## src/rtl/tm_disp_pkg.sv

```systemverilog
/*
 * shared types for the serial seven-segment display controller
 * digit, segment and bus byte widths, the sequencer to bus master
 * structs, the sequencer states and the display command bytes
 */

`default_nettype none

package tm_disp_pkg;

	// ------------------------------
	// plain widths
	// ------------------------------
	typedef logic [3:0] digit_t;
	// bit 0 = a ... bit 6 = g, active high
	typedef logic [6:0] seg_t;
	typedef logic [7:0] bus_byte_t;
	typedef logic [2:0] brightness_t;

	// ------------------------------
	// sequencer <-> bus master
	// ------------------------------
	typedef struct packed {
		logic      enable;
		bus_byte_t data;
	} bus_req_t;

	typedef struct packed {
		// idle, line stopped
		logic ready;
		// one cycle, after each ack clock
		logic next_word;
	} bus_stat_t;

	typedef enum logic [3:0] {
		WaitPeriod,
		WaitUpdate,
		SendMode,
		EndMode,
		SendAddr,
		SendDigit,
		EndData,
		SendCtrl,
		EndCtrl
	} seq_state_t;

	// ------------------------------
	// command bytes
	// ------------------------------
	// data write, constant address
	localparam bus_byte_t CMD_DATA_MODE = 8'h44;
	// first digit address
	localparam bus_byte_t CMD_ADDR0     = 8'hC0;
	// display on, brightness goes in bits 2:0
	localparam bus_byte_t CMD_DISP_ON   = 8'h88;

endpackage

`default_nettype wire

```

## src/rtl/seg_decoder.sv

```systemverilog
/*
 * hex digit to seven-segment decoder
 * purely combinational, segments active high
 */

`timescale 1ns/1ns
`default_nettype none

module seg_decoder
	import tm_disp_pkg::*;
(
	input  digit_t in_digit,
	output seg_t   out_segs
);

	// ------------------------------
	// pattern table, gfedcba
	// ------------------------------
	always_comb begin
		unique case (in_digit)
			4'h0: out_segs = 7'h3F;
			4'h1: out_segs = 7'h06;
			4'h2: out_segs = 7'h5B;
			4'h3: out_segs = 7'h4F;
			4'h4: out_segs = 7'h66;
			4'h5: out_segs = 7'h6D;
			4'h6: out_segs = 7'h7D;
			4'h7: out_segs = 7'h07;
			4'h8: out_segs = 7'h7F;
			4'h9: out_segs = 7'h6F;
			// letters, lower case b and d
			4'hA: out_segs = 7'h77;
			4'hB: out_segs = 7'h7C;
			4'hC: out_segs = 7'h39;
			4'hD: out_segs = 7'h5E;
			4'hE: out_segs = 7'h79;
			4'hF: out_segs = 7'h71;
			// unreachable for a 4 bit digit
			default: out_segs = 7'h00;
		endcase
	end

endmodule

`default_nettype wire

```

## src/rtl/wait_timer.sv

```systemverilog
/*
 * refresh period timer
 * counts WAIT_CYCLES after a start pulse or reset, then holds done high
 */

`timescale 1ns/1ns
`default_nettype none

module wait_timer #(
	parameter int WAIT_CYCLES = 5_000_000
) (
	input  logic in_clk,
	input  logic in_rst,
	input  logic in_start,
	output logic out_done
);

	localparam int CTR_W = $clog2(WAIT_CYCLES + 1);

	logic [CTR_W-1:0] wait_ctr;

	// reset acts like a start
	always_ff @(posedge in_clk or posedge in_rst) begin
		if (in_rst) begin
			wait_ctr <= '0;
		end else if (in_start) begin
			wait_ctr <= '0;
		end else if (!out_done) begin
			wait_ctr <= wait_ctr + 1'b1;
		end
	end

	// level, held until the next start
	assign out_done = (wait_ctr == CTR_W'(WAIT_CYCLES));

endmodule

`default_nettype wire

```

## src/rtl/disp_sequencer.sv

```systemverilog
/*
 * display frame sequencer
 * holds the digit store and update flag, then walks one frame:
 * mode command, address plus segment bytes, control command
 */

`timescale 1ns/1ns
`default_nettype none

module disp_sequencer
	import tm_disp_pkg::*;
#(
	parameter int NUM_DIGITS = 6
) (
	input  logic                         in_clk,
	input  logic                         in_rst,
	input  logic                         in_update,
	input  digit_t [NUM_DIGITS-1:0]      in_digits,
	input  brightness_t                  in_brightness,
	input  logic                         in_timer_done,
	output logic                         out_timer_start,
	output digit_t                       out_digit,
	input  seg_t                         in_segs,
	output bus_req_t                     out_req,
	input  bus_stat_t                    in_stat
);

	localparam int CTR_W = (NUM_DIGITS > 1) ? $clog2(NUM_DIGITS) : 1;

	seq_state_t state, next_state;

	digit_t [NUM_DIGITS-1:0] digit_mem;
	brightness_t             bright_mem;
	logic                    update_flag;
	logic [CTR_W-1:0]        digit_ctr;

	// ------------------------------
	// digit store
	// ------------------------------
	// digits and brightness latched together
	always_ff @(posedge in_clk) begin
		if (in_update) begin
			digit_mem  <= in_digits;
			bright_mem <= in_brightness;
		end
	end

	// ------------------------------
	// control registers
	// ------------------------------
	always_ff @(posedge in_clk or posedge in_rst) begin
		if (in_rst) begin
			state       <= WaitPeriod;
			update_flag <= 1'b0;
			digit_ctr   <= '0;
		end else begin
			state <= next_state;
			// set beats the clear at frame start
			if (in_update) begin
				update_flag <= 1'b1;
			end else if (state == WaitUpdate && update_flag) begin
				update_flag <= 1'b0;
			end
			// digit index steps on each finished segment byte
			if (state == SendAddr) begin
				digit_ctr <= '0;
			end else if (state == SendDigit && in_stat.next_word) begin
				digit_ctr <= digit_ctr + 1'b1;
			end
		end
	end

	// ------------------------------
	// next state
	// ------------------------------
	always_comb begin
		next_state = state;
		unique case (state)
			WaitPeriod: if (in_timer_done) next_state = WaitUpdate;
			WaitUpdate: if (update_flag) next_state = SendMode;
			// single byte part, enable drops after its ack
			SendMode:   if (in_stat.next_word) next_state = EndMode;
			EndMode:    if (in_stat.ready) next_state = SendAddr;
			// address chains straight into the digits
			SendAddr:   if (in_stat.next_word) next_state = SendDigit;
			SendDigit: begin
				if (in_stat.next_word && digit_ctr == CTR_W'(NUM_DIGITS - 1)) begin
					next_state = EndData;
				end
			end
			EndData:    if (in_stat.ready) next_state = SendCtrl;
			SendCtrl:   if (in_stat.next_word) next_state = EndCtrl;
			EndCtrl:    if (in_stat.ready) next_state = WaitPeriod;
			default:    next_state = WaitPeriod;
		endcase
	end

	// ------------------------------
	// outputs
	// ------------------------------
	always_comb begin
		out_req.enable = 1'b0;
		out_req.data   = '0;
		unique case (state)
			SendMode: begin
				out_req.enable = 1'b1;
				out_req.data   = CMD_DATA_MODE;
			end
			SendAddr: begin
				out_req.enable = 1'b1;
				out_req.data   = CMD_ADDR0;
			end
			SendDigit: begin
				out_req.enable = 1'b1;
				// top bit is the unused dot
				out_req.data   = {1'b0, in_segs};
			end
			SendCtrl: begin
				out_req.enable = 1'b1;
				out_req.data   = CMD_DISP_ON | {5'b0, bright_mem};
			end
			default: begin
				out_req.enable = 1'b0;
			end
		endcase
	end

	assign out_digit = digit_mem[digit_ctr];

	// next period starts once the last stop is out
	assign out_timer_start = (state == EndCtrl) && in_stat.ready;

endmodule

`default_nettype wire

```

## src/rtl/tm_bus_master.sv

```systemverilog
/*
 * two-wire display bus master
 * start, eight data bits lsb first, ack clock, gap half-bit,
 * then either the next chained byte or a stop
 */

`timescale 1ns/1ns
`default_nettype none

module tm_bus_master
	import tm_disp_pkg::*;
#(
	parameter int HALF_BIT = 250
) (
	input  logic      in_clk,
	input  logic      in_rst,
	input  bus_req_t  in_req,
	output bus_stat_t out_stat,
	output logic      out_disp_clk,
	output logic      out_disp_dio
);

	localparam int HB_W = (HALF_BIT > 1) ? $clog2(HALF_BIT) : 1;

	typedef enum logic [2:0] {
		PhIdle,
		PhStart,
		PhBits,
		PhAck,
		PhGap,
		PhStop
	} phase_t;

	phase_t          phase;
	logic [HB_W-1:0] hb_ctr;
	logic            half_q;
	logic [2:0]      bit_ctr;
	bus_byte_t       shift_q;
	logic            next_word_q;
	logic            tick;

	// end of the current half-bit
	assign tick = (hb_ctr == HB_W'(HALF_BIT - 1));

	// ------------------------------
	// phase, divider and bit count
	// ------------------------------
	always_ff @(posedge in_clk or posedge in_rst) begin
		if (in_rst) begin
			phase       <= PhIdle;
			hb_ctr      <= '0;
			half_q      <= 1'b0;
			bit_ctr     <= '0;
			next_word_q <= 1'b0;
		end else begin
			next_word_q <= 1'b0;
			if (phase == PhIdle) begin
				hb_ctr <= '0;
				if (in_req.enable) phase <= PhStart;
			end else begin
				hb_ctr <= tick ? '0 : hb_ctr + 1'b1;
				if (tick) begin
					unique case (phase)
						PhStart: begin
							phase   <= PhBits;
							half_q  <= 1'b0;
							bit_ctr <= '0;
						end
						PhBits: begin
							half_q <= ~half_q;
							if (half_q) begin
								bit_ctr <= bit_ctr + 1'b1;
								if (bit_ctr == 3'd7) phase <= PhAck;
							end
						end
						PhAck: begin
							half_q <= ~half_q;
							if (half_q) begin
								phase       <= PhGap;
								next_word_q <= 1'b1;
							end
						end
						// chain or stop
						PhGap: begin
							if (in_req.enable) begin
								phase   <= PhBits;
								half_q  <= 1'b0;
								bit_ctr <= '0;
							end else begin
								phase <= PhStop;
							end
						end
						default: phase <= PhIdle;
					endcase
				end
			end
		end
	end

	// shifter, loaded at idle start or gap chain
	always_ff @(posedge in_clk) begin
		if ((phase == PhIdle && in_req.enable) || (phase == PhGap && tick && in_req.enable)) begin
			shift_q <= in_req.data;
		end else if (phase == PhBits && tick && half_q) begin
			shift_q <= shift_q >> 1;
		end
	end

	// ------------------------------
	// line levels
	// ------------------------------
	always_comb begin
		unique case (phase)
			PhIdle:  {out_disp_clk, out_disp_dio} = 2'b11;
			// dio falls with clk high
			PhStart: {out_disp_clk, out_disp_dio} = 2'b10;
			PhBits:  {out_disp_clk, out_disp_dio} = {half_q, shift_q[0]};
			// dio released during ack
			PhAck:   {out_disp_clk, out_disp_dio} = {half_q, 1'b1};
			PhGap:   {out_disp_clk, out_disp_dio} = 2'b00;
			// clk up with dio low, dio rises on idle
			PhStop:  {out_disp_clk, out_disp_dio} = 2'b10;
			default: {out_disp_clk, out_disp_dio} = 2'b11;
		endcase
	end

	assign out_stat.ready     = (phase == PhIdle);
	assign out_stat.next_word = next_word_q;

endmodule

`default_nettype wire

```

## src/rtl/tm_display_top.sv

```systemverilog
/*
 * serial seven-segment display controller, top level
 * sequencer, refresh timer, segment decoder and bus master
 */

`timescale 1ns/1ns
`default_nettype none

module tm_display_top
	import tm_disp_pkg::*;
#(
	parameter int NUM_DIGITS  = 6,
	// 100 ms at 50 MHz
	parameter int WAIT_CYCLES = 5_000_000,
	// 100 kHz bit rate at 50 MHz
	parameter int HALF_BIT    = 250
) (
	input  logic                    in_clk,
	input  logic                    in_rst,
	input  logic                    in_update,
	input  digit_t [NUM_DIGITS-1:0] in_digits,
	input  brightness_t             in_brightness,
	output logic                    out_disp_clk,
	output logic                    out_disp_dio
);

	logic      timer_start;
	logic      timer_done;
	digit_t    cur_digit;
	seg_t      cur_segs;
	bus_req_t  bus_req;
	bus_stat_t bus_stat;

	// ------------------------------
	// frame control
	// ------------------------------
	disp_sequencer #(
		.NUM_DIGITS(NUM_DIGITS)
	) seq0 (
		.in_clk         (in_clk),
		.in_rst         (in_rst),
		.in_update      (in_update),
		.in_digits      (in_digits),
		.in_brightness  (in_brightness),
		.in_timer_done  (timer_done),
		.out_timer_start(timer_start),
		.out_digit      (cur_digit),
		.in_segs        (cur_segs),
		.out_req        (bus_req),
		.in_stat        (bus_stat)
	);

	wait_timer #(
		.WAIT_CYCLES(WAIT_CYCLES)
	) timer0 (
		.in_clk  (in_clk),
		.in_rst  (in_rst),
		.in_start(timer_start),
		.out_done(timer_done)
	);

	seg_decoder dec0 (
		.in_digit(cur_digit),
		.out_segs(cur_segs)
	);

	// ------------------------------
	// line side
	// ------------------------------
	tm_bus_master #(
		.HALF_BIT(HALF_BIT)
	) bus0 (
		.in_clk      (in_clk),
		.in_rst      (in_rst),
		.in_req      (bus_req),
		.out_stat    (bus_stat),
		.out_disp_clk(out_disp_clk),
		.out_disp_dio(out_disp_dio)
	);

endmodule

`default_nettype wire

```

## config.mk

```make
export PLATFORM = sky130hd
export DESIGN_NAME = tm_display_top
export DESIGN_NICKNAME = d
export VERILOG_FILES = /design/src/rtl/tm_disp_pkg.sv /design/src/rtl/seg_decoder.sv /design/src/rtl/wait_timer.sv /design/src/rtl/disp_sequencer.sv /design/src/rtl/tm_bus_master.sv /design/src/rtl/tm_display_top.sv
export SDC_FILE = /design/constraint.sdc
export NUM_CORES = 1
export LEC_CHECK = 0
export BUFFER_PORTS_ARGS = -buffer_cell sky130_fd_sc_hd__buf_4
export CAP_MARGIN = 5
export CORE_MARGIN = 10
export CORE_UTILIZATION = 29
export DETAILED_ROUTE_END_ITERATION = 8
export PLACE_DENSITY = 0.54
export SLEW_MARGIN = 40
export SYNTH_ARGS = -nofsm -noshare
export SYNTH_HDL_FRONTEND = slang
export SYNTH_SLANG_ARGS = --single-unit
```

## constraint.sdc

```tcl
create_clock -name in_clk -period 2.6 [get_ports in_clk]
set_input_delay 0.26 -clock in_clk [delete_from_list [all_inputs] [get_ports in_clk]]
set_output_delay 0.26 -clock in_clk [all_outputs]
set_load 0.01 [all_outputs]
```

=== Word-level counts from Yosys, hierarchy flattened ===
Memories as Yosys holds them, arrays and structs flattened.
Index checks and enable logic that the tools add are counted.
W data, S select, Z words.

* Bits in read-only memories: 112
* Register bits: 82
* Input port bits: 30
* Memories kept: 1
* Output and inout port bits: 2

* Reductions and logical operators: 25
* Bitwise gates (word level): 2
* $lt $le $gt $ge: 1
* Eq/ne operators: 33
* Muxes and demuxes: 43
* $add $sub $neg: 4

{| class="wikitable"
|+ Memory list
! memory !! depth !! bits a word !! read ports !! clocked after memory_dff !! write ports !! line !! RTL
|-
| (no name shown) || 16 || 7 || 1 || 0 || 0 || seg_decoder.sv:20 || <nowiki>unique case (in_digit)</nowiki>
|}

{| class="wikitable"
|+ Operators with widths
! kind !! count
|-
| $mux W23 || 2
|-
| $mux W4 || 10
|-
| $pmux W4 S9 || 1
|-
| $mux W3 || 11
|-
| $mux W8 || 4
|-
| $pmux W8 S4 || 1
|-
| $add A23 B1 Y23 const B || 1
|-
| $eq A23 B23 Y1 const B || 1
|-
| $ne A2 B1 Y1 const B || 11
|-
| $eq A4 B3 Y1 const B || 4
|-
| $bmux W4 S3 || 1
|-
| $eq A3 B3 Y1 const B || 4
|-
| $pmux W3 S4 || 1
|-
| $reduce_and A5 Y1 || 2
|-
| $logic_and A1 B1 Y1 || 9
|-
| $ne A3 B2 Y1 const B || 3
|-
| $pmux W3 S3 || 1
|-
| $reduce_and A9 Y1 || 1
|-
| $add A8 B1 Y8 const B || 1
|-
| $eq A4 B2 Y1 const B || 2
|-
| $eq A8 B8 Y1 const B || 1
|-
| $mux W1 || 8
|-
| $reduce_bool A2 Y1 || 4
|-
| $add A3 B1 Y3 const B || 2
|-
| other kinds (17) || 22
|}

=== Depth between registers and ports, before layout ===
* Word-level depth: 7
* Depth in mapped cells: 11

=== Hierarchy ===
From an unflattened synthesis, not the netlist that was laid out.

* Cell total of the unflattened synthesis: 416
* Area total of the unflattened synthesis: 4521.8 um2

{| class="wikitable"
|+ By module, submodules not included
! module !! area each (um2) !! instances !! cells each
|-
| disp_sequencer || 1672.9 || 1 || 129
|-
| tm_bus_master || 1321.3 || 1 || 121
|-
| wait_timer || 1237.4 || 1 || 133
|-
| seg_decoder || 290.3 || 1 || 33
|}

=== Least setup slack after synthesis ===
OpenSTA, ideal clock, no wires.

* Path type: register to register
* Start: register seq0.digit_ctr[0]
* End: register bus0.shift_q[3], data pin
* Library setup time: 0.264 ns
* Stages on the path, launching flop included: 10
* Setup slack: 0.173 ns
* Arrival time: 2.162 ns
* Path buffers: 1
* Cells stage by stage: dfrtp_1 > buf_2 > mux2_2 > o2bb2ai_1 > nor2_1 > ha_1 > a211oi_1 > a2111oi_0 > o2111a_1 > nor4_1

* Cells in the longest elaborated chain, start to end: 5

{| class="wikitable"
|+ Ends and longest elaborated chain
! what !! line !! RTL
|-
| start, declared || disp_sequencer.sv:35 || <nowiki>logic [CTR_W-1:0] digit_ctr;</nowiki>
|-
| start signal, assigned || disp_sequencer.sv:68 || <nowiki>digit_ctr <= digit_ctr + 1'b1;</nowiki>
|-
| $bmux W4 S3 || disp_sequencer.sv:128 || <nowiki>assign out_digit = digit_mem[digit_ctr];</nowiki>
|-
| $mux W4 (not written as such) || disp_sequencer.sv:128 ||
|-
| $mem_v2 Z16 W7 || n/a ||
|-
| $pmux W8 S4 || disp_sequencer.sv:104 || <nowiki>unique case (state)</nowiki>
|-
| $mux W8 || tm_bus_master.sv:102 || <nowiki>if ((phase == PhIdle && in_req.enable) || (phase == PhGap && tick && in_req.enable)) begin</nowiki>
|-
| end signal, assigned || tm_bus_master.sv:103 || <nowiki>shift_q <= in_req.data;</nowiki>
|-
| end signal, assigned || tm_bus_master.sv:105 || <nowiki>shift_q <= shift_q >> 1;</nowiki>
|-
| end, declared || tm_bus_master.sv:38 || <nowiki>bus_byte_t shift_q;</nowiki>
|}

Every way passes these cells. The select of a mux whose other input is x is not followed.
A chain may end at the register's enable or synchronous reset.

=== Worst setup path after layout ===
Same ends and word-level chain as after synthesis.

==> results.yml <==
run_status:
  outcome: "finished clean"
sta:
  drv_slew: 0
  worst_slew_pin_slew_ns: 0.617
  hold_slack_ns: 0.0892
  setup_slack_ns: 0.213
  fin_crit_sh: 0.918
  maxSlewHeadroom: 0.587
  fin_crit_ns: 2.39
  fin_skew_ns: 0.00823
  setup_viol: 0
  rsz0062_at_grt: "false"
  max_freq_mhz: 419
  hold_violations: 0
yosys:
  synth_cell_types: 65
  synthTopCellsByArea: "dfrtp_1 27%, edfxtp_1 24%, nor2_1 4.7%"
  synth_commonest_cells: "55 x nor2_1, 47 x dfrtp_1, 35 x edfxtp_1"
  synth_top_cell_area_share: 0.268
  synthCells: 421
  syn-cell-area_sq_mm: 0.00439
  synth_edf_count: 35
  synthArstFlopShare: 0.573
  synth_nets: 465
  synthFlopType: "dfrtp_1"
  synth_area_leader_cell: "dfrtp_1"
  syn_area_per_cell_sq_um: 10.4
  synth_seq_area_share: 0.507
  ys_ff_latch: 82
  synth_most_common_cell: "nor2_1"
  yosysWarnings: 0
critical_path:
  path_cells: "mux2_2 > o2bb2ai_1 > nor2_1 > ha_1 > a211oi_2 > a2111oi_2 > o2111a_1 > nor4_1"
  critPathLaunchType: "register"
  cp-end-kind: "register"
  critPathMaxFanout: 8
  path_class: "register to register"
  crit_family: "compound AO/OA/AOI/OAI gates"
  worst_path_max_delay_cell: "dfrtp_2"
  critPathArrivalTime_ns: 2.47
  worstPathBufferInverterCount: 0
  cp.required_ns: 2.69
  crit_path_max_incr_delay_ns: 0.46
clocking:
  post-cts-setup-buffers: 0
  cts.sinks: 82
  cts_buffer_depth: 2
  cts-htree-levels: 3
  root_buffer: "clkbuf_16"
  cts_buffers: 9
  cts_tree: "built"
  clk_pin_slew_ns: 0.07
  insertion_delay_ns: 0.34
routing:
  vias_per_cell: 4.85
  wl_microns: 9120
  ant_nets: 0
  post-route-drc-count: 0
  firstDrtPassIters: 4
  wire_per_inst_microns: 14.0
  drt_iter0_markers: 255
  routed-via-count: 3159
placement:
  place_congestion: 0.852
  dp_slack_ns: -0.00653
  numPortBuffers: 31
  hpwl_microns: 6640
  placed_cell_area_sq_mm: 0.00490
finish:
  finalNetCount: 507
  syn_to_final_growth_pct: 19.2
  postLayoutCellArea_sq_mm: 0.00523
  final_layout_size_suffix_gt1_frac: 0.179
  antennaDiodeCount: 0
floorplan:
  start_util: 0.299
  core_area_sq_mm: 0.0147
  num_rows: 44
  die_area_sq_mm: 0.0205
  die_h_microns: 143
  ios: 32
  die_w_microns: 143
global_route:
  grt_util_all_layers: 0.0933
  overflow: 0
  grt_pass1_vias: 3227
  grt_max_degree: 29
  grt_first_pass_wirelength_microns: 15700
  antenna_found_initial: 0
pwr:
  vdd_drop_max_uv: 303
  p_total_uw: 2870
  p_leak_uw: 0.00214
  p_per_area_mw_per_mm2: 547
worst_hold_path:
  min_path_type: "input pin to register"
flow_run:
  cap_violations: 0
routing by layer:
layer	routed length, microns	global-route usage	up-vias	share of wire
li1	-	-	1609	-
met1	4540	0.121	1490	0.50
met2	4090	0.143	48	0.45
met3	328	0.0252	12	0.036
met4	159	0.0396	0	0.017
met5	0	0	-	0
final timing paths:
kind | start | end | slack [ns] | cells after the start
setup / recovery | seq0.digit_ctr[0] | bus0.shift_q[3] | 0.21 | 8
hold / removal | in_digits[0] | seq0.digit_mem[0] | 0.09 | 1
setup reg to reg | seq0.digit_ctr[0] | bus0.shift_q[3] | 0.21 | 8
hold reg to reg | bus0.bit_ctr[1] | bus0.bit_ctr[1] | 0.51 | 1
max in group asynchronous | in_rst | seq0.state[3] | 1.39 | 4
min in group asynchronous | in_rst | timer0.wait_ctr[18] | 0.48 | 3
report_power, final:
| group | total [uW] | internal, uW | switching, uW |
|---|---|---|---|
| combinational | 138 | 63.9 | 73.9 |
| clock | 1330 | 764 | 564 |
| sequential | 1400 | 1390 | 11.4 |
cells in the final DEF (no fill, tap or decap), types with 5 or more instances in the layout:
cell type / count
nor4_1: 5
edfxtp_1: 35
xnor2_1: 6
o31ai_1: 5
clkbuf_16: 9
nor2_1: 55
buf_4: 46
inv_1: 16
mux2i_1: 15
nand3_1: 20
and3_1: 8
ha_1: 14
xor2_1: 22
mux2_2: 9
nor3_1: 11
nand2_1: 31
nand4_1: 11
dfrtp_1: 45
a21oi_1: 13
o21ai_0: 15
cell type report:
| cell class | instances | area [sq um] |
|---|---|---|
| multi-input cells | 306 | 2040 |
| flip-flops and latches | 82 | 2230 |
| repair buffers | 47 | 355 |
| clock buffers | 9 | 225 |
| clock inverters | 7 | 86.3 |
| well taps | 184 | 230 |
| fillers | 1399 | 9470 |
| inverters | 17 | 63.8 |
worst register-to-register path, stage by stage (launching register included):
cell and delay (ns):
dfrtp_2 0.46, mux2_2 0.36, o2bb2ai_1 0.13, nor2_1 0.20, ha_1 0.25, a211oi_2 0.06, a2111oi_2 0.38, o2111a_1 0.24
nor4_1 0.05
timing repair:
item,4_1_cts,5_1_grt
hold endpoints to repair,20,0
hold buffers,1,0
gates resized for setup,1,5
endpoints found under the setup margin,1,1
kinds of logic after synthesis:
group / share of synthesized area
AO/OA/AOI/OAI: 0.106
flip-flops: 0.507
AND/OR/NAND/NOR: 0.199
adder cells (fa/ha/maj): 0.0399
multiplexers: 0.0624
XOR/XNOR: 0.0559
buffers and inverters: 0.0299
flip-flops by register name (all words and copies together), names as in the netlist:
name              count
bus0.bit_ctr          3
bus0.half_q           1
bus0.hb_ctr           8
bus0.next_word_q      1
bus0.phase            3
bus0.shift_q          8
seq0.bright_mem       3
seq0.digit_ctr        3
seq0.digit_mem       24
seq0.state            4
seq0.update_flag      1
timer0.wait_ctr      23
metrics by stage:
| stage | setup TNS (ns) | util | instances |
|---|---|---|---|
| 6_report | 0 | 0.356 | 652 |
| 5_1_grt | 0 | 0.356 | 652 |
| 4_1_cts | 0 | 0.355 | 652 |
| 3_5_place_dp | -0.00653 | 0.333 | 635 |
| 3_3_place_gp | 0 | 0.333 | 635 |
| 2_1_floorplan | 0 | - | 421 |
No activity file was read; power rests on OpenSTA's default activity.
